--- config.mk ---
export PLATFORM = sky130hd
export DESIGN_NAME = btac_resolve
export DESIGN_NICKNAME = d
export VERILOG_FILES = /design/src/design/btac_pkg.sv /design/src/design/btac_resolve.sv
export SDC_FILE = /design/constraint.sdc
export NUM_CORES = 1
export LEC_CHECK = 0
export BUFFER_PORTS_ARGS = -buffer_cell sky130_fd_sc_hd__buf_2
export CAP_MARGIN = 10
export CORE_AREA = 2 2 347 349
export CTS_CLUSTER_SIZE = 10
export DETAILED_ROUTE_END_ITERATION = 16
export DIE_AREA = 0 0 349 351
export GPL_TIMING_DRIVEN = 0
export HOLD_SLACK_MARGIN = 0.03
export PLACE_DENSITY = 0.42
export SKIP_CTS_REPAIR_TIMING = 1
export SYNTH_ARGS = -nofsm -noshare
export SYNTH_HDL_FRONTEND = slang
export SYNTH_SLANG_ARGS = --single-unit
--- constraint.sdc ---
create_clock -name clock -period 9.55 [get_ports clock]
set_input_delay 0.955 -clock clock [delete_from_list [all_inputs] [get_ports clock]]
set_output_delay 0.955 -clock clock [all_outputs]
set_load 0.01 [all_outputs]
--- src/design/btac_pkg.sv ---
`default_nettype none

package btac_pkg;

  ////////////////////////////////////////////////////////////////////////////
  // Table geometry
  ////////////////////////////////////////////////////////////////////////////

  localparam int btb_entries = 64;
  localparam int btb_index_bits = $clog2(btb_entries);
  localparam int stage_count = 5;

  ////////////////////////////////////////////////////////////////////////////
  // BTB storage
  ////////////////////////////////////////////////////////////////////////////

  typedef struct packed {
    logic [31:0] target;                   // Predicted branch target
    logic [31:0] pc;                       // Branch PC that doubles as the tag
    logic [31:0] npc;                      // Fall-through PC
  } btb_entry_t;

  typedef struct packed {
    logic en;
    logic [btb_index_bits-1:0] index;
    btb_entry_t entry;
  } btb_write_t;

  typedef struct packed {
    logic [btb_index_bits-1:0] index0;
    logic [btb_index_bits-1:0] index1;
  } btb_read_t;

  typedef struct packed {
    btb_entry_t entry0;
    btb_entry_t entry1;
  } btb_data_t;

  ////////////////////////////////////////////////////////////////////////////
  // Pipeline records and update slots
  ////////////////////////////////////////////////////////////////////////////

  typedef enum logic [2:0] {
    stage_fetch,
    stage_decode,
    stage_issue,
    stage_execute,
    stage_memory
  } stage_e;

  typedef struct packed {
    logic taken;
    logic [31:0] target;
    logic [31:0] pc;
    logic [31:0] npc;
  } stage_rec_t;

  typedef struct packed {
    logic jal;
    logic branch;
    logic jump;                            // Set when the jump or branch was taken
    logic [31:0] pc;
    logic [31:0] target;
    logic [31:0] npc;
  } upd_slot_t;

  typedef enum logic [1:0] {
    miss_none,
    miss_wrong_target,
    miss_false_taken,
    miss_unpredicted_jump
  } miss_e;

  ////////////////////////////////////////////////////////////////////////////
  // Block interface
  ////////////////////////////////////////////////////////////////////////////

  typedef struct packed {
    logic clear;
    logic stall;
    logic [1:0][31:0] fetch_pc;
    upd_slot_t [1:0] upd;
    stage_rec_t [stage_count-1:0] rec;     // Indexed by stage_e
  } btac_req_t;

  typedef struct packed {
    logic pred_branch;
    logic [31:0] pred_baddr;
    logic [31:0] pred_pc;
    logic [31:0] pred_npc;
    logic [31:0] pred_maddr;
    logic pred_miss;
    logic pred_hazard;
    miss_e pred_kind;
  } btac_rsp_t;

endpackage

`default_nettype wire

--- src/design/btac_resolve.sv ---
`timescale 1ns/10ps
`default_nettype none

module btac_resolve (
  input logic clock,
  input logic reset,
  input btac_pkg::btac_req_t req,
  output btac_pkg::btb_write_t wr,
  output logic [31:0] pred_maddr,
  output logic pred_miss,
  output logic pred_hazard,
  output btac_pkg::miss_e pred_kind
);

  btac_pkg::upd_slot_t upd0;
  btac_pkg::upd_slot_t upd1;
  btac_pkg::upd_slot_t wsel;
  btac_pkg::stage_e match_stage;
  btac_pkg::stage_rec_t match_rec;
  logic found;
  logic [31:0] maddr;
  logic [1:0] miss;
  btac_pkg::miss_e kind;
  logic [31:0] maddr_q;
  logic [1:0] miss_q;
  btac_pkg::miss_e kind_q;

  assign upd0 = req.upd[0];
  assign upd1 = req.upd[1];

  ////////////////////////////////////////////////////////////////////////////
  // BTB write from taken jumps
  ////////////////////////////////////////////////////////////////////////////

  assign wsel = upd0.jump ? upd0 : upd1;   // Slot 0 goes first when both jump

  assign wr.en = !req.clear && (((upd0.jal || upd0.branch) && upd0.jump) ||
                                ((upd1.jal || upd1.branch) && upd1.jump));
  assign wr.index = wsel.pc[btac_pkg::btb_index_bits+1:2];
  assign wr.entry = '{target: wsel.target, pc: wsel.pc, npc: wsel.npc};

  ////////////////////////////////////////////////////////////////////////////
  // Stage record search and miss rules
  ////////////////////////////////////////////////////////////////////////////

  // Later stages overwrite earlier ones, so memory ends up on top
  always_comb begin
    found = 1'b0;
    match_stage = btac_pkg::stage_fetch;
    for (int s = 0; s < btac_pkg::stage_count; s++) begin
      if (req.rec[s].taken && (req.rec[s].pc == upd0.pc || req.rec[s].pc == upd1.pc)) begin
        found = 1'b1;
        match_stage = btac_pkg::stage_e'(s);
      end
    end
  end

  assign match_rec = req.rec[match_stage];

  always_comb begin
    maddr = '0;
    miss = 2'b00;
    kind = btac_pkg::miss_none;
    if (req.clear) begin
      kind = btac_pkg::miss_none;          // Flushed updates never miss
    end else if (found && upd0.pc == match_rec.pc) begin
      if (upd0.jump) begin
        maddr = upd0.target;
        miss[0] = upd0.target != match_rec.target;
        kind = miss[0] ? btac_pkg::miss_wrong_target : btac_pkg::miss_none;
      end else if (upd0.branch) begin
        maddr = match_rec.npc;
        miss[0] = 1'b1;
        kind = btac_pkg::miss_false_taken;
      end
    end else if (found) begin
      if (upd1.jump) begin
        maddr = upd1.target;
        miss[1] = upd1.target != match_rec.target;
        kind = miss[1] ? btac_pkg::miss_wrong_target : btac_pkg::miss_none;
      end else if (upd1.branch) begin
        maddr = match_rec.npc;
        miss[1] = 1'b1;
        kind = btac_pkg::miss_false_taken;
      end
    end else if (upd0.jump) begin
      maddr = upd0.target;
      miss[0] = 1'b1;
      kind = btac_pkg::miss_unpredicted_jump;
    end else if (upd1.jump) begin
      maddr = upd1.target;
      miss[1] = 1'b1;
      kind = btac_pkg::miss_unpredicted_jump;
    end
  end

  always_ff @(posedge clock) begin
    if (!reset) begin
      miss_q <= 2'b00;
      kind_q <= btac_pkg::miss_none;
    end else begin
      miss_q <= miss;
      kind_q <= kind;
    end
  end

  always_ff @(posedge clock) begin
    maddr_q <= maddr;
  end

  assign pred_maddr = maddr_q;
  assign pred_miss = |miss_q;
  assign pred_kind = kind_q;
  assign pred_hazard = miss[0];            // Slot 0 redirect is known this cycle

endmodule

`default_nettype wire

==> reports/qor.csv, run 1 <==
stage;metric;value;unit
pwr;vdd_drop_max;0.0665;mV
synthesis;yosysSeqAreaShare;5.15;%
clock_tree;cts_buffer_depth;2;
routing;dr.pass1.iters;6;
synthesis;synth_xor_area_share;22.7;%
synthesis;ys_seq_elements;36;
critical_path;slowest_delay;1040;ps
pwr;power_density;59.2;nW/um^2
synthesis;async_flop_share;0;%
critical_path;path_buf_inv;4;
sta;fin_crit_sh;96.2;%
critical_path;worst_setup_path_end_kind;output pin;
finish;fin_nets;3564;
die;chipHeight;351;um
sta;setup_violations;0;
die;initial_core_util;11.8;%
die;io_pins;890;
min_path;hold_path_depth;3;
clock_tree;numCtsBuffers;5;
placed_design;place.detailed.hpwl;136000;um
clock_tree;clk_pin_slew;60;ps
die;dieArea;122000;um^2
sta;hold_violations;0;
synthesis;synthSimpleGateAreaFrac;21.7;%
placed_design;place_area;19800;um^2
synthesis;syn_nets;2795;
die;coreArea;119000;um^2
clock_tree;clockRootBuffer;clkbuf_16;
sta;fin_crit;9190;ps
critical_path;path_depth;17;
routing;drc_errors;0;
synthesis;synth_compound_area_share;29.8;%
critical_path;crit_arrival;8240;ps
global_routing;antenna_found_initial;105;
sta;fmax;0.109;GHz
placed_design;place_inst;4354;
die;fp.dieW;349;um
finish;area_delta_synth_final;43.2;%
critical_path;path_max_fanout;10;
routing;drtIter0Drc;2552;
clock_tree;clock-sinks;36;
finish;fill_cells;13964;
synthesis;synthTopCellsByArea;xor2_1 (19%), mux2_2 (6.8%), dfxtp_1 (5.2%);
critical_path;path_common_cell;a21oi_1;
synthesis;synth-adder-area-share;0;%
synthesis;synth_area_leader_cell;xor2_1;
finish;post-route-util;16.8;%
routing;wl;158000;um
critical_path;worstSetupPathType;input pin to output pin;
die;num_rows;127;
critical_path;cp-start-kind;input pin;
synthesis;synth_top_family_by_area;compound AO/OA/AOI/OAI gates;
finish;finalNonFillerCells;4389;
sta;setup-tns-final;0;ps
synthesis;syn_area;14000;um^2
synthesis;synthesis.instances;2044;
min_path;hold_class;input pin to flip-flop;
critical_path;cpLargestDelayFamily;simple AND/OR/NAND/NOR gates;
pwr;total_power;1.19;mW
outcome;outcome;complete, but fails checks;
routing;wl_per_cell;35.9;um
global_routing;grt.overflow.total;0;
run;cap_viol_max_count;1;
clock_tree;tritoncts;built;
pwr;leakagePower;8.45;nW
finish;mostFrequentLayoutCells;buf_2 (828), xor2_1 (296), a21oi_1 (139);
global_routing;grt_pass1_wl;201000;um
synthesis;ys.warnings.count;0;
critical_path;slowest_stage;nor2_1;
routing;viasPerCell;4.95;
synthesis;synth_edf_count;0;
synthesis;postSynthAreaPerCell;6.85;um^2
outcome;failed_checks;capacitance limit;
critical_path;path_cells;buf_2 > xor2_1 > nor4_1 > nand4_1 > o22a_1 > nor2_1 > clkbuf_1 > buf_16 > mux2_2 > a21oi_1 > xnor2_1 > a21oi_1 > nand4_1 > or4_1 > o311ai_1 > a21oi_1 > buf_2;
placed_design;portBuffers;756;
synthesis;synth_largest_type_area_fraction;18.5;%
routing;ant_nets;0;
placed_design;gp_congestion;1.01;
global_routing;grt_max_degree;13;
routing;vias;21714;
sta;worstMarginPinSlew;1470;ps
finish;final_common_cell;buf_2;
synthesis;synth_ff_type;dfxtp_1;
clock_tree;h-tree-depth;2;
finish;finalInstanceArea;20000;um^2
sta;rsz0062_at_grt;false;
synthesis;synth_mux_area_share;11.8;%
critical_path;cp.required;8600;ps
synthesis;yosysUniqueCellTypes;84;
global_routing;grt_pass1_vias;20524;
sta;slew_violations;0;
finish;drive_gt1_share;34.7;%
sta;timing.slew.headroom;0.764;%
global_routing;track_usage;24.4;%
-- metal layers --
layer	up-vias	share of wire, %	GRT usage (%)
li1	9175	-	-
met1	10621	43	32.7
met2	1469	43	37.1
met3	355	10	7.55
met4	94	3.9	7.61
met5	-	0.36	0
-- report_power, final --
group | total, mW | switching (mW) | internal [mW] | leakage [nW]
logic | 0.845 | 0.544 | 0.301 | 8.08
clock network | 0.180 | 0.0763 | 0.104 | 0.0693
registers | 0.161 | 0.00216 | 0.159 | 0.297
-- metrics by stage --
stage	hold slack, ps	setup slack (ps)
floorplan	1110	4120
global placement	1290	322
detailed placement	1290	680
CTS	982	672
global route	1020	453
finish	984	360
-- worst paths after layout --
kind,startpoint,end
worst max-delay path,req[549],pred_hazard
worst min-delay path,reset,pred_kind[0]
-- synthesized netlist by cell type (37+ instances only) --
cell,count
inv_1,78
nor4_1,90
nor3_1,37
nand2_1,119
buf_2,72
xor2_1,296
xnor2_1,59
nand3_1,111
o21ai_0,133
mux2_2,84
a21oi_1,139
mux2i_1,67
clkbuf_1,104
a211oi_1,51
nor2_1,85
nand4_1,41
-- area by class of cell --
cell class | instances | area (um^2) | area share, %
Clock inverter | 2 | 15.0 | 0.0749
Clock buffer | 6 | 139 | 0.693
Inverter | 79 | 297 | 1.48
Tap cell | 1548 | 1940 | 9.67
Timing Repair Buffer | 762 | 3870 | 19.3
Sequential cell | 36 | 721 | 3.60
Antenna cell | 27 | 67.6 | 0.337
Multi-Input combinational cell | 1719 | 12000 | 60.1
Buffer | 210 | 951 | 4.75
-- state kept, by name (all words and copies together) (netlist names) --
name / cells
pred_kind: 2
miss_q: 2
pred_maddr: 32
-- kinds of logic after synthesis --
family / Yosys count
XOR/XNOR: 359
AND/OR/NAND/NOR: 584
flip-flops: 36
multiplexers: 154
buffers and inverters: 289
AO/OA/AOI/OAI: 622
Power figures use the tool's default switching activity.
==> run 2: changes to the inputs <==
Settings changed: BUFFER_PORTS_ARGS -buffer_cell sky130_fd_sc_hd__buf_2 to unset, CORE_AREA 2 2 347 349 to 2 2 344 346, DIE_AREA 0 0 349 351 to 0 0 346 348, DONT_BUFFER_PORTS set to 1, PLACE_DENSITY 0.42 to 0.35.
==> run 2 against run 1 <==
Net effect:
- the run now ends clean
- utilization down 3.0 points
- sequential cell count unchanged
- routed wire length down 2.4%
- count of clock-buffer cells in the layout did not move
- maximum frequency grew 2.1%
- combinational power shrank 36%
- via count fell by 12%
- critical path depth unchanged
==> reports/qor.csv, run 2 (synthesis gave the netlist of run 1 again) <==
stage;metric;value;unit
global_routing;grt_pass1_vias;17255;
finish;seq_area;721;um^2
min_path;hold_path_end;miss_q[1];
placed_design;post-place-ws;469;ps
pwr;total_power;0.918;mW
routing;ant_nets;0;
finish;fill_cells;13684;
critical_path;path_buf_inv;4;
clock_tree;h-tree-depth;2;
finish;multiInputGateArea;12000;um^2
die;chipHeight;348;um
routing;drtIter0Drc;2565;
pwr;p_sw;0.448;mW
pwr;leakagePower;5.44;nW
critical_path;crit_arrival;8040;ps
clock_tree;numCtsBuffers;5;
sta;setup_violations;0;
run;cap_viol_max_count;0;
finish;mostFrequentLayoutCells;xor2_1 (296), a21oi_1 (139), o21ai_0 (133);
clock_tree;clk_pin_slew;60;ps
sta;worstMarginPinSlew;1480;ps
die;dieArea;120000;um^2
finish;final_common_cell;xor2_1;
critical_path;worst_setup_path_end_kind;output pin;
min_path;hold_path_depth;2;
pwr;switching_share;48.8;%
routing;wl_per_cell;42.6;um
pwr;clockPowerShare;22.2;%
sta;slew_violations;0;
clock_tree;tritoncts;built;
critical_path;slowest_stage;nor4_1;
routing;drc_errors;0;
critical_path;cpLargestDelayFamily;simple AND/OR/NAND/NOR gates;
die;io_pins;890;
finish;finalNonFillerCells;3612;
sta;fin_crit;9000;ps
die;coreArea;117000;um^2
finish;fin_nets;2808;
outcome;outcome;finished, final reports clean;
die;initial_core_util;12.0;%
sta;fmax;0.111;GHz
clock_tree;clock-sinks;36;
global_routing;grt.overflow.total;0;
placed_design;place_inst;3586;
routing;wl;154000;um
sta;setup-tns-final;0;ps
min_path;hold_class;input pin to flip-flop;
finish;drive_gt1_share;10.7;%
routing;dr.pass1.iters;5;
clock_tree;cts_buffer_depth;2;
critical_path;slowest_delay;940;ps
critical_path;path_max_fanout;10;
sta;setup_ws;551;ps
die;num_rows;126;
routing;vias;19081;
global_routing;antenna_found_initial;66;
min_path;worstHoldStart;req[680];
finish;largest_register_ff_count;32;
placed_design;gp_congestion;0.989;
pwr;vdd_drop_max;0.0620;mV
pwr;combPwrFrac;59.3;%
placed_design;portBuffers;0;
pwr;internal_power;0.470;mW
critical_path;worstSetupPathType;input pin to output pin;
finish;area_delta_synth_final;16.0;%
placed_design;place.detailed.hpwl;132000;um
pwr;power_density;56.6;nW/um^2
sta;fin_crit_sh;94.2;%
critical_path;cp.required;8600;ps
sta;rsz0062_at_grt;false;
pwr;seq_power_share;18.5;%
global_routing;grt_max_degree;12;
critical_path;cp-start-kind;input pin;
clock_tree;clockRootBuffer;clkbuf_16;
critical_path;path_cells;buf_2 > xor2_1 > nor4_1 > nand4_1 > o22ai_2 > clkbuf_1 > buf_1 > nand3_1 > a31oi_1 > a21oi_1 > xnor2_1 > nor4_1 > nand4_1 > nor4_2 > buf_4 > o311ai_1 > a21oi_1;
sta;hold_violations;0;
global_routing;track_usage;24.1;%
global_routing;grt_pass1_wl;192000;um
sta;timing.slew.headroom;1.11;%
die;fp.dieW;346;um
routing;viasPerCell;5.28;
-- run 2: cell count changes in the layout (fill, tap and decap cells not counted), sizes merged --
cell and delta:
diode -9, buf -756, clkinvlp -2, bufinv +1, clkinv +1
-- run 2: worst max path at each step --
| stage | cells past startpoint | from | to | slack, ps |
|---|---|---|---|---|
| 2_1_floorplan | 17 | req[668] | pred_hazard | 4120 |
| 3_3_place_gp | 15 | req[549] | pred_hazard | -260 |
| 3_5_place_dp | 17 | req[550] | pred_hazard | 470 |
| 4_1_cts | 17 | req[550] | pred_hazard | 440 |
| 5_1_grt | 17 | req[550] | pred_hazard | 490 |
| 6_report | 17 | req[550] | pred_hazard | 550 |
-- run 2: power by group through the flow --
| stage | Clock, mW | Sequential, mW | Combinational, mW |
|---|---|---|---|
| 2_1_floorplan | 0 | 0.169 | 0.345 |
| 3_3_place_gp | 0 | 0.174 | 0.528 |
| 3_5_place_dp | 0 | 0.173 | 0.523 |
| 4_1_cts | 0.205 | 0.170 | 0.526 |
| 5_1_grt | 0.212 | 0.170 | 0.564 |
| 6_report | 0.204 | 0.170 | 0.544 |
-- run 2: area by class of cell --
cell class	count	share of cell area [%]
Multi-Input combinational cell	1719	74.2
Sequential cell	36	4.44
Tap cell	1536	11.8
Clock inverter	2	0.216
Timing Repair Buffer	6	0.540
Clock buffer	6	0.794
Antenna cell	18	0.278
Buffer	210	5.87
Inverter	79	1.83
-- run 2: layer usage --
metal | routed length [um] | share of wire (%) | vias to the layer above | track usage [%]
met4 | 5300 | 3.4 | 76 | 6.16
met1 | 62400 | 41 | 9598 | 30.7
met2 | 65500 | 43 | 1475 | 36.5
li1 | - | - | 7620 | -
met3 | 20300 | 13 | 312 | 10.8
met5 | 488 | 0.32 | - | 0
-- run 2: metrics by stage --
stage                     hold slack [ps]  instance area (um^2)  util (%)
after floorplan                      1110                 14000         -
after global placement               1140                 15900      13.6
after detailed placement             1140                 16000      13.7
after CTS                             824                 16200      13.8
after global routing                  852                 16200      13.8
final                                 831                 16200      13.9
