File: src/design/btac_pkg.sv
`default_nettype none

package btac_pkg;

  ////////////////////////////////////////////////////////////////////////////
  // Table geometry
  ////////////////////////////////////////////////////////////////////////////

  localparam int btb_entries = 64;
  localparam int btb_index_bits = $clog2(btb_entries);
  localparam int stage_count = 5;

  ////////////////////////////////////////////////////////////////////////////
  // BTB storage
  ////////////////////////////////////////////////////////////////////////////

  typedef struct packed {
    logic [31:0] target;                   // Predicted branch target
    logic [31:0] pc;                       // Branch PC that doubles as the tag
    logic [31:0] npc;                      // Fall-through PC
  } btb_entry_t;

  typedef struct packed {
    logic en;
    logic [btb_index_bits-1:0] index;
    btb_entry_t entry;
  } btb_write_t;

  typedef struct packed {
    logic [btb_index_bits-1:0] index0;
    logic [btb_index_bits-1:0] index1;
  } btb_read_t;

  typedef struct packed {
    btb_entry_t entry0;
    btb_entry_t entry1;
  } btb_data_t;

  ////////////////////////////////////////////////////////////////////////////
  // Pipeline records and update slots
  ////////////////////////////////////////////////////////////////////////////

  typedef enum logic [2:0] {
    stage_fetch,
    stage_decode,
    stage_issue,
    stage_execute,
    stage_memory
  } stage_e;

  typedef struct packed {
    logic taken;
    logic [31:0] target;
    logic [31:0] pc;
    logic [31:0] npc;
  } stage_rec_t;

  typedef struct packed {
    logic jal;
    logic branch;
    logic jump;                            // Set when the jump or branch was taken
    logic [31:0] pc;
    logic [31:0] target;
    logic [31:0] npc;
  } upd_slot_t;

  typedef enum logic [1:0] {
    miss_none,
    miss_wrong_target,
    miss_false_taken,
    miss_unpredicted_jump
  } miss_e;

  ////////////////////////////////////////////////////////////////////////////
  // Block interface
  ////////////////////////////////////////////////////////////////////////////

  typedef struct packed {
    logic clear;
    logic stall;
    logic [1:0][31:0] fetch_pc;
    upd_slot_t [1:0] upd;
    stage_rec_t [stage_count-1:0] rec;     // Indexed by stage_e
  } btac_req_t;

  typedef struct packed {
    logic pred_branch;
    logic [31:0] pred_baddr;
    logic [31:0] pred_pc;
    logic [31:0] pred_npc;
    logic [31:0] pred_maddr;
    logic pred_miss;
    logic pred_hazard;
    miss_e pred_kind;
  } btac_rsp_t;

endpackage

`default_nettype wire

File: src/design/btac_predict.sv
`timescale 1ns/10ps
`default_nettype none

module btac_predict (
  input logic clock,
  input logic reset,
  input btac_pkg::btac_req_t req,
  output btac_pkg::btb_read_t rd,
  input btac_pkg::btb_data_t data,
  output logic pred_branch,
  output logic [31:0] pred_baddr,
  output logic [31:0] pred_pc,
  output logic [31:0] pred_npc
);

  logic [1:0][31:0] pc_q;                  // Compare PCs for the entries in flight
  logic [1:0][31:0] pc_next;
  logic [1:0] hit;
  btac_pkg::btb_entry_t sel;

  // Clear freezes the lookup on the previous PCs
  assign pc_next = req.clear ? pc_q : req.fetch_pc;

  assign rd.index0 = pc_next[0][btac_pkg::btb_index_bits+1:2];
  assign rd.index1 = pc_next[1][btac_pkg::btb_index_bits+1:2];

  always_ff @(posedge clock) begin
    if (!reset) begin
      pc_q <= '0;
    end else begin
      pc_q <= pc_next;
    end
  end

  ////////////////////////////////////////////////////////////////////////////
  // Tag compare and slot select
  ////////////////////////////////////////////////////////////////////////////

  assign hit[0] = (|data.entry0) && (data.entry0.pc == pc_q[0]);
  assign hit[1] = (|data.entry1) && (data.entry1.pc == pc_q[1]);

  assign sel = hit[0] ? data.entry0 : data.entry1; // Earlier slot wins

  always_comb begin
    if (req.stall || req.clear) begin
      pred_branch = 1'b0;
      pred_baddr = '0;
      pred_pc = '0;
      pred_npc = '0;
    end else begin
      pred_branch = |hit;
      pred_baddr = (|hit) ? sel.target : '0;
      pred_pc = (|hit) ? sel.pc : '0;
      pred_npc = (|hit) ? sel.npc : '0;
    end
  end

endmodule

`default_nettype wire

File: config.mk
export PLATFORM = sky130hd
export DESIGN_NAME = btac_predict
export DESIGN_NICKNAME = d
export VERILOG_FILES = /design/src/design/btac_pkg.sv /design/src/design/btac_predict.sv
export SDC_FILE = /design/constraint.sdc
export NUM_CORES = 1
export LEC_CHECK = 0
export ABC_AREA = 0
export BUFFER_PORTS_ARGS = -buffer_cell sky130_fd_sc_hd__clkbuf_2
export CORE_AREA = 2 2 413 415
export DETAILED_ROUTE_END_ITERATION = 8
export DIE_AREA = 0 0 415 417
export SLEW_MARGIN = 20
export SYNTH_ARGS = -nofsm -noshare
export SYNTH_HDL_FRONTEND = slang
export SYNTH_SLANG_ARGS = --single-unit
File: constraint.sdc
create_clock -name clock -period 2.5 [get_ports clock]
set_input_delay 0.125 -clock clock [delete_from_list [all_inputs] [get_ports clock]]
set_output_delay 0.125 -clock clock [all_outputs]
set_load 0.01 [all_outputs]
==> results of run 1 <==
-- cell type report --
class	count	area [um2]	area share, %
diodes	2	5.005	0.04354
clock buffers	11	252.7	2.199
clock inverters	5	55.05	0.4789
inverters	1	3.754	0.03265
multi-input cells	472	3810	33.14
flip-flops and latches	64	1286	11.19
well taps	2218	2775	24.14
repair buffers	500	3307	28.77
-- layer usage --
layer	global-route usage (%)	vias to the layer above	routed length, um
met4	1.052	14	1568
met1	4.861	3224	15330
met5	0	-	89
met2	12.92	204	32640
li1	-	3002	-
met3	1.036	91	2087
-- metrics by stage --
step,hold WS [ns],util [%],setup slack [ns]
after floorplan,0.2912,-,0.5842
after global placement,0.3789,6.294,-0.8669
after detailed placement,0.3845,6.301,-0.9660
after CTS,0.03169,6.730,-0.5455
after global routing,0.04791,6.819,-0.5850
final,0.03808,6.821,-0.5037
-- how the worst max path moves through the flow --
stage	endpoint	cells after the start
2_1_floorplan	pred_baddr[0]	9
3_3_place_gp	pred_pc[0]	13
3_5_place_dp	pred_pc[0]	13
4_1_cts	pred_pc[11]	13
5_1_grt	pred_npc[25]	12
6_report	pred_pc[11]	13
-- timing repair --
item,in CTS,in global routing
endpoints found under the setup margin,97,97
buffers inserted,8,7
gates resized for setup,67,15
pin swaps,9,4
cloned,1,1
-- synthesized netlist by cell type (6+ instances only) --
master / n / area, um2
nor2b_1: 52 / 325.3
dfxtp_1: 64 / 1281
nor4_1: 66 / 412.9
nand4_1: 16 / 100.1
xor2_1: 64 / 560.5
mux2i_1: 148 / 1481
buf_2: 7 / 35.03
mux2_2: 12 / 135.1
and2_1: 12 / 75.07
clkbuf_1: 13 / 48.80
nor2_1: 99 / 371.6
buf_4: 6 / 45.04
buf_6: 8 / 90.09
-- kinds of logic (layout without fill, tap and decap cells) --
family,count (synthesis),in the layout,share of synthesized area (%)
AND/OR/NAND/NOR,245,245,25.73
AO/OA/AOI/OAI,3,3,0.4760
multiplexers,160,160,32.37
XOR/XNOR,64,64,11.23
buffers and inverters,36,517,4.535
other,0,2,0
flip-flops,64,64,25.66
-- tightest hold or removal path: cells and delay by family --
family / cells / cell delay (ns)
muxes: 1 / 0.05
buffers and inverters: 1 / 0.08
and+or+nand+nor: 1 / 0.09
-- power by group --
part	switching, W	internal [W]
clock	0.000490	0.000822
sequential	0.0000472	0.00108
combinational	0.000530	0.000444
==> qor.yml, run 1 <==
status:
  status: "finished with violations"
  violations: "negative setup slack"
synth:
  yosysUniqueCellTypes: 17
  netlist_area_um2: 4994
  syn_inst: 572
  synth_ff_type: "dfxtp_1"
  synth_seq_cells: 64
  ys_seq_area_share_pct: 25.66
  yosys_warnings: 0
  synth_edf_count: 0
  async_flop_share_pct: 0
  syn_area_per_cell_um2: 8.730
  syn_nets: 1515
worst_setup_path:
  ff2ff_path_depth: 2
  r2r_end: "pc_q[36]"
  r2r_start: "pc_q[36]"
  timing.critical_path.cells: "xor2_1, nor4_1, buf_4, nand4_1, buf_4, a211oi_4, buf_12, buf_12, buf_12, buf_12, mux2i_4, nor2_2, clkbuf_2"
  end_kind: "primary output"
  max_stage_delay_ns: 0.34
  rrSetupSlack_ns: 1.60
  path_max_fanout: 5
  cp_top_family: "buffers and inverters"
  crit_type: "reg -> out"
  start_kind: "flip-flop"
  crit_start: "pc_q[6]"
  worst-path-buf-inv: 7
  cpMostUsedCell: "buf_12"
  slowest_stage: "dfxtp_2"
  worstPathArrival_ns: 2.88
  worstPathRequired_ns: 2.38
pwr:
  p_leak_nw: 4.332
  total_power_w: 0.003417
  p_per_area_nw_per_um2: 297.2
  ir_worst_vdd_v: 0.0003140
floorplan:
  core_area_um2: 168500
  die_h_um: 417
  rows: 151
  die_w_um: 415
  start_util_pct: 2.963
  ioPinCount: 1052
  dieArea_um2: 173100
clocking:
  max-clock-path-buffers: 2
  cts_buffers: 9
  insertion_delay_ns: 0.34
  cts_htree_levels: 3
  hold_buffers: 0
  cts.clk_slew.worst_paths_ns: 0.06
  cts_sinks: 64
  cts_tree: "yes"
  clock-root-buffer: "clkbuf_16"
placed_design:
  portBuffers: 368
  dp_hpwl_um: 47490
  gp_congestion: 0.9518
  dp_cells: 3239
  placed_cell_area_um2: 10620
cells_and_area:
  largest_reg_flops: 64
  syn_to_final_growth_pct: 130.2
  final_area_um2: 11490
  regMostFlops: "pc_q"
  final_layout_size_suffix_gt1_share_pct: 55.08
  final_cell_mix: "clkbuf_2 (360), mux2i_1 (137), buf_4 (98)"
  final_cells: 3273
  fin_nets: 1991
  fill_cells: 19918
  layout_commonest_cell: "clkbuf_2"
  reg.largest.list: "pc_q (64)"
global_route:
  grt_pass1_wl_um: 64110
  grtUsageTotal_pct: 5.665
  grt_pass1_vias: 6404
  grt_start_max_net_pins: 65
  antenna_found_initial: 22
  grt-ovfl-total: 0
timing:
  fmax_ghz: 0.3329
  slew_headroom_pct: 32.79
  slew_viol_final: 0
  period_share_pct: 120.1
  worst_pin_slew_ns: 1.008
  hold_viol_final: 0
  rsz0062_at_grt: "true"
  postLayoutSetupSlackWorst_ns: -0.5037
  final.setup.tns_ns: -41.62
  setup_violations: 97
  clock_skew_ns: 0
  finalCriticalPeriod_ns: 3.004
drt:
  vias: 6535
  drc: 0
  vias_per_cell: 1.997
  wl_um: 51710
  drt_iter0_drc: 328
  dr.pass1.iters: 5
  wl_per_cell_um: 15.80
  detail-route-antenna-nets: 0
min_path:
  hold_class: "in -> reg"
  hold_depth: 3
  hold_path_end: "pc_q[41]"
  hold_start: "req[724]"
job:
  drv_cap: 0
No activity file was read; power rests on OpenSTA's default activity.
==> run 2: changes to the inputs <==
REMOVE_ABC_BUFFERS = 1   (was default)
==> run 2 against run 1 <==
  * The flow still finishes with violations (negative setup slack)
  * Via count rose by 1.5%
  * Clock power up 8%
  * Cell count rose by 1.5%
  * Clock skew unchanged
  * Worst setup slack lost 0.18 ns
  * First-iteration DRC count increased by 33%
  * Global-route usage is 0.44 points higher
  * Core utilization rose by 0.39 points
  * Non-clock buffer count increased by 45
  * Critical path depth decreased by 1
  * Combinational power increased by 11%
  * Power grew 6.4%
  * Highest routed layer unchanged
==> qor.yml, run 2 (same netlist as run 1, synthesis figures left out) <==
status:
  status: "finished with violations"
  violations: "negative setup slack"
timing:
  setup_violations: 97  # unchanged
  postLayoutSetupSlackWorst_ns: -0.6821  # -0.1784 ns
  rsz0062_at_grt: "true"
  slew_viol_final: 0  # unchanged
  clock_skew_ns: 0  # unchanged
  worst_pin_slew_ns: 0.7715  # -0.2367 ns
  hold_viol_final: 0  # unchanged
  period_share_pct: 127.3  # +7.1 points
  fmax_ghz: 0.3143  # -5.6%
  slew_headroom_pct: 48.39  # +16 points
  finalCriticalPeriod_ns: 3.182  # +0.1784 ns
worst_setup_path:
  ff2ff_path_depth: 2  # unchanged
  r2r_start: "pc_q[4]"
  end_kind: "primary output"
  start_kind: "flip-flop"
  worstPathRequired_ns: 2.38  # about the same
  rrSetupSlack_ns: 1.63  # +0.03 ns
  r2r_end: "pc_q[4]"
  crit_type: "reg -> out"
  path_max_fanout: 14  # +9
  worstPathArrival_ns: 3.06  # +0.18 ns
global_route:
  grt-ovfl-total: 0  # unchanged
  grt_start_max_net_pins: 33  # -49%
  antenna_found_initial: 18  # -18%
  grt_pass1_vias: 6554  # +2.3%
  grtUsageTotal_pct: 6.106  # +0.44 points
  grt_pass1_wl_um: 68140  # +6.3%
pwr:
  p_per_area_nw_per_um2: 299.0  # +0.58%
  p_leak_nw: 4.622  # +6.7%
  ir_worst_vdd_v: 0.0002764  # -12%
  total_power_w: 0.003634  # +6.4%
drt:
  dr.pass1.iters: 5  # unchanged
  wl_um: 55390  # +7.1%
  met2_length_um: 31950  # -2.1%
  drc: 0  # unchanged
  vias_per_cell: 1.997  # about the same
  wl_met3_um: 2005  # -3.9%
  vias: 6633  # +1.5%
  wl_per_cell_um: 16.68  # +5.6%
  detail-route-antenna-nets: 0  # unchanged
  wl_met1_um: 17320  # +13%
  drt_iter0_drc: 437  # +33%
  top_layer_used: "met5"
cells_and_area:
  fin_nets: 2036  # +2.3%
  final_cells: 3321  # +1.5%
  fin_util_pct: 7.212  # +0.39 points
  layout_commonest_cell: "clkbuf_2"
  reg.largest.list: "pc_q (64)"
  final_cell_mix: "clkbuf_2 (295), buf_4 (144), mux2i_1 (125)"
  largest_reg_flops: 64  # unchanged
  regMostFlops: "pc_q"
  final_layout_size_suffix_gt1_share_pct: 60.93  # +5.8 points
  syn_to_final_growth_pct: 143.4
min_path:
  hold_depth: 3  # unchanged
  hold_path_end: "pc_q[61]"
  hold_class: "in -> reg"
  hold_start: "req[744]"
clocking:
  cts_tree: "yes"
  cts_sinks: 64  # unchanged
  max-clock-path-buffers: 2  # unchanged
  cts_htree_levels: 3  # unchanged
  cts_buffers: 9  # unchanged
  insertion_delay_ns: 0.36  # +0.02 ns
  clock-root-buffer: "clkbuf_16"
  cts.clk_slew.worst_paths_ns: 0.07  # about the same
floorplan:
  die_h_um: 417  # unchanged
  ioPinCount: 1052  # unchanged
  dieArea_um2: 173100  # unchanged
  core_area_um2: 168500  # unchanged
  start_util_pct: 2.963  # unchanged
  die_w_um: 415  # unchanged
  rows: 151  # unchanged
placed_design:
  portBuffers: 368  # unchanged
  gp_congestion: 0.9511  # about the same
  dp_hpwl_um: 50070  # +5.4%
  dp_cells: 3285  # +1.4%
job:
  drv_cap: 0  # unchanged
[run 2: critical path, cell delays in order, from the launching register on]
cell and delay (ns):
dfxtp_4 0.37, xor2_2 0.14, nor4_2 0.30, buf_4 0.16, nand4_1 0.23, buf_6 0.24
a211oi_4 0.24, buf_6 0.22, o21ai_4 0.10, buf_12 0.16, clkbuf_16 0.21, nor2_1 0.12
buf_2 0.15
[run 2: power by group]
part / total (W) / switching (W) / leakage (nW) / internal, W
combinational: 0.00108 / 0.000594 / 3.95 / 0.000485
sequential: 0.00113 / 0.0000532 / 0.530 / 0.00108
clock: 0.00142 / 0.000613 / 0.145 / 0.000806
total: 0.00363 / 0.00126 / 4.62 / 0.00237
[run 2: metal layers]
layer | vias to the layer above | global-route usage [%]
met1 | 3248 | 5.556
met3 | 67 | 0.9216
met2 | 213 | 12.34
li1 | 3093 | -
met5 | - | 0
met4 | 12 | 4.039
[run 2: worst max path at each step]
stage | start | to | cells past startpoint
floorplan | pc_q[30] | pred_baddr[0] | 6
global placement | pc_q[7] | pred_npc[11] | 9
detailed placement | pc_q[22] | pred_npc[11] | 10
CTS | pc_q[25] | pred_npc[18] | 12
global route | pc_q[13] | pred_npc[29] | 12
finish | pc_q[13] | pred_baddr[5] | 12
[run 2: cell type report]
| type | count | area (um2) |
|---|---|---|
| Fill cell | 19822 | 156400 |
| Multi-Input combinational cell | 472 | 4039 |
| Timing Repair Buffer | 545 | 3729 |
| Tap cell | 2218 | 2775 |
| Sequential cell | 64 | 1289 |
| Clock buffer | 10 | 239.0 |
| Clock inverter | 6 | 67.56 |
| Antenna cell | 5 | 12.51 |
| Inverter | 1 | 3.754 |
[run 2: stage by stage]
step | hold slack [ns] | worst slack, ns | setup TNS, ns | area (um2)
after floorplan | 0.2467 | -14.61 | -1417.35 | 4771
after global placement | 0.3797 | -1.962 | -173.72 | 10910
after detailed placement | 0.3874 | -1.131 | -92.81 | 10950
after CTS | 0.002360 | -0.7659 | -68.17 | 11820
after global routing | 0.01186 | -0.7460 | -67.52 | 12150
final | 0.02395 | -0.6821 | -59.79 | 12150
[run 2: timing repair]
item | in CTS | in global routing
endpoints found under the hold margin | 2 | 0
hold buffers | 2 | 0
pin swaps | 7 | 7
cloned | 3 | 2
setup endpoints to repair | 97 | 97
setup buffers | 8 | 1
gates resized for setup | 98 | 131
==> run 3: changes to the inputs <==
RECOVER_POWER = 50   (was default)
SETUP_SLACK_MARGIN = 0.4   (was default)
==> run 3 against run 2 <==
  * The flow finishes with violations (max-capacitance violations, max-slew violations, negative setup slack)
  * Worst setup slack worse by 0.0077 ns
  * Worst hold slack worse by 0.0028 ns
  * Critical path depth stayed put
  * Power hardly changed
  * First-iteration DRC count is 13% lower
  * Wire length is 0.16% higher
  * Sequential power hardly changed
  * Global-route usage hardly changed
  * Clock power hardly changed
  * Sequential cell count stayed put
  * Final area is 0.74% lower
  * Combinational power hardly changed
  * Largest cell class unchanged
==> qor.yml, run 3 (same netlist as run 1, synthesis figures left out) <==
status:
  violations: "max-capacitance violations, max-slew violations, negative setup slack"
  status: "finished with violations"
clocking:
  cts_buffers: 9  # unchanged
  cts_sinks: 64  # unchanged
  cts.clk_slew.worst_paths_ns: 0.08  # about the same
  max-clock-path-buffers: 2  # unchanged
  clock-root-buffer: "clkbuf_16"
  cts_htree_levels: 3  # unchanged
  cts_tree: "yes"
  insertion_delay_ns: 0.36  # about the same
global_route:
  grt-ovfl-total: 0  # unchanged
  grt_pass1_vias: 6553  # -0.015%
  grt_start_max_net_pins: 33  # unchanged
  antenna_found_initial: 18  # unchanged
  grt_pass1_wl_um: 67810  # -0.48%
  grtUsageTotal_pct: 6.076  # -0.030 points
pwr:
  ir_worst_vdd_v: 0.0002765  # about the same
  p_per_area_nw_per_um2: 301.3  # +0.78%
  total_power_w: 0.003635  # about the same
  p_leak_nw: 4.613  # -0.18%
drt:
  drt_iter0_drc: 379  # -13%
  vias_per_cell: 1.992  # -0.29%
  dr.pass1.iters: 5  # unchanged
  detail-route-antenna-nets: 0  # unchanged
  wl_per_cell_um: 16.70  # +0.10%
  drc: 0  # unchanged
  wl_um: 55480  # +0.16%
  vias: 6618  # -0.23%
floorplan:
  start_util_pct: 2.963  # unchanged
  ioPinCount: 1052  # unchanged
  dieArea_um2: 173100  # unchanged
  die_h_um: 417  # unchanged
  core_area_um2: 168500  # unchanged
  die_w_um: 415  # unchanged
  rows: 151  # unchanged
placed_design:
  portBuffers: 368  # unchanged
  gp_congestion: 0.9511  # unchanged
  dp_cells: 3285  # unchanged
  dp_hpwl_um: 50070  # unchanged
worst_setup_path:
  ff2ff_path_depth: 2  # unchanged
  path_max_fanout: 14  # unchanged
  end_kind: "primary output"
  worstPathArrival_ns: 3.06  # about the same
  worstPathRequired_ns: 2.38  # about the same
  start_kind: "flip-flop"
  crit_type: "reg -> out"
cells_and_area:
  fin_nets: 2038  # +0.098%
  largest_reg_flops: 64  # unchanged
  layout_commonest_cell: "clkbuf_2"
  regMostFlops: "pc_q"
  final_cell_mix: "clkbuf_2 (293), buf_4 (140), mux2i_1 (128)"
  final_layout_size_suffix_gt1_share_pct: 59.64  # -1.3 points
  syn_to_final_growth_pct: 141.6
  reg.largest.list: "pc_q (64)"
  multiInputGateArea_um2: 3960  # -2.0%
  final_cells: 3323  # +0.060%
  fill_cells: 19865  # +0.22%
  seqCellArea_um2: 1285  # -0.29%
timing:
  finalCriticalPeriod_ns: 3.190  # +0.007716 ns
  fmax_ghz: 0.3135  # -0.24%
  setup_violations: 97  # unchanged
  hold_viol_final: 0  # unchanged
  postLayoutSetupSlackWorst_ns: -0.6898  # -0.007716 ns
  rsz0062_at_grt: "true"
  period_share_pct: 127.6  # +0.31 points
  clock_skew_ns: 0  # unchanged
  slew_viol_final: 33  # +33
  worst_pin_slew_ns: 1.572  # +0.8008 ns
  final.setup.tns_ns: -58.89  # +0.8947 ns
  slew_headroom_pct: -4.815  # -53 points
min_path:
  hold_class: "in -> reg"
  hold_depth: 3  # unchanged
job:
  drv_cap: 1  # +1
[run 3: changes by cell type in the layout (fill, tap and decap cells not counted), moves of 3 or more]
cell and change:
and2_0 +3, and2_1 -3, buf_2 +3, buf_4 -4, buf_6 +4, clkbuf_1 +3
mux2i_1 +3, mux2i_4 -4, nor2_1 +8, nor2_4 -6
[run 3: path summary, 6_finish.rpt]
path,slack [ns],end,start
worst max-delay path,-0.69,pred_baddr[5],pc_q[2]
worst min-delay path,0.02,pc_q[41],req[724]
worst max register to register,1.63,pc_q[4],pc_q[4]
worst min register to register,0.54,pc_q[61],pc_q[61]
[run 3: per-stage QoR]
stage / setup WS, ns / util [%] / hold slack (ns) / area [um2]
after detailed placement: -1.131 / 6.498 / 0.3874 / 10950
after global routing: -0.7090 / 7.156 / 0.01187 / 12060
final: -0.6898 / 7.159 / 0.02119 / 12060
after CTS: -0.7813 / 6.911 / 0.002360 / 11650
after global placement: -1.962 / 6.473 / 0.3797 / 10910
after floorplan: -14.61 / - / 0.2467 / 4771
[run 3: repair_timing]
action	in CTS	in global routing
cloned	1	4
endpoints found under the hold margin	2	0
hold buffers	2	0
pin swaps	4	5
gates resized for setup	68	138
setup endpoints to repair	97	97
setup buffers	8	2
[run 3: where the power goes]
part	total [W]	leakage, nW	internal [W]	switching (W)
sequential	0.00113	0.530	0.00108	0.0000529
clock	0.00143	0.145	0.000806	0.000619
combinational	0.00107	3.94	0.000482	0.000592
total	0.00363	4.61	0.00237	0.00126
[run 3: cell type report]
class / instances / area share [%]
antenna: 5 / 0.1037
clock buffer: 10 / 1.981
clock inverter: 6 / 0.5600
inverter: 1 / 0.03111
multi-input combinational: 472 / 32.83
sequential: 64 / 10.65
tap: 2218 / 23.00
timing repair buffer: 547 / 30.84
[run 3: routing by layer]
| metal | wire [um] | global-route usage [%] | vias up |
|---|---|---|---|
| met3 | 1863 | 0.9031 | 59 |
| li1 | - | - | 3081 |
| met2 | 32080 | 12.34 | 199 |
| met4 | 3862 | 3.959 | 10 |
| met5 | 60 | 0 | - |
| met1 | 17610 | 5.513 | 3269 |
[run 3: critical path, stage by stage, from the launching register on]
cell and delay [ns]:
dfxtp_2 0.33, xor2_2 0.16, nor4_2 0.31, buf_4 0.16
nand4_1 0.25, buf_6 0.25, a211oi_4 0.24, buf_6 0.20
o21ai_4 0.09, buf_12 0.16, clkbuf_16 0.21, nor2_1 0.13
buf_2 0.15
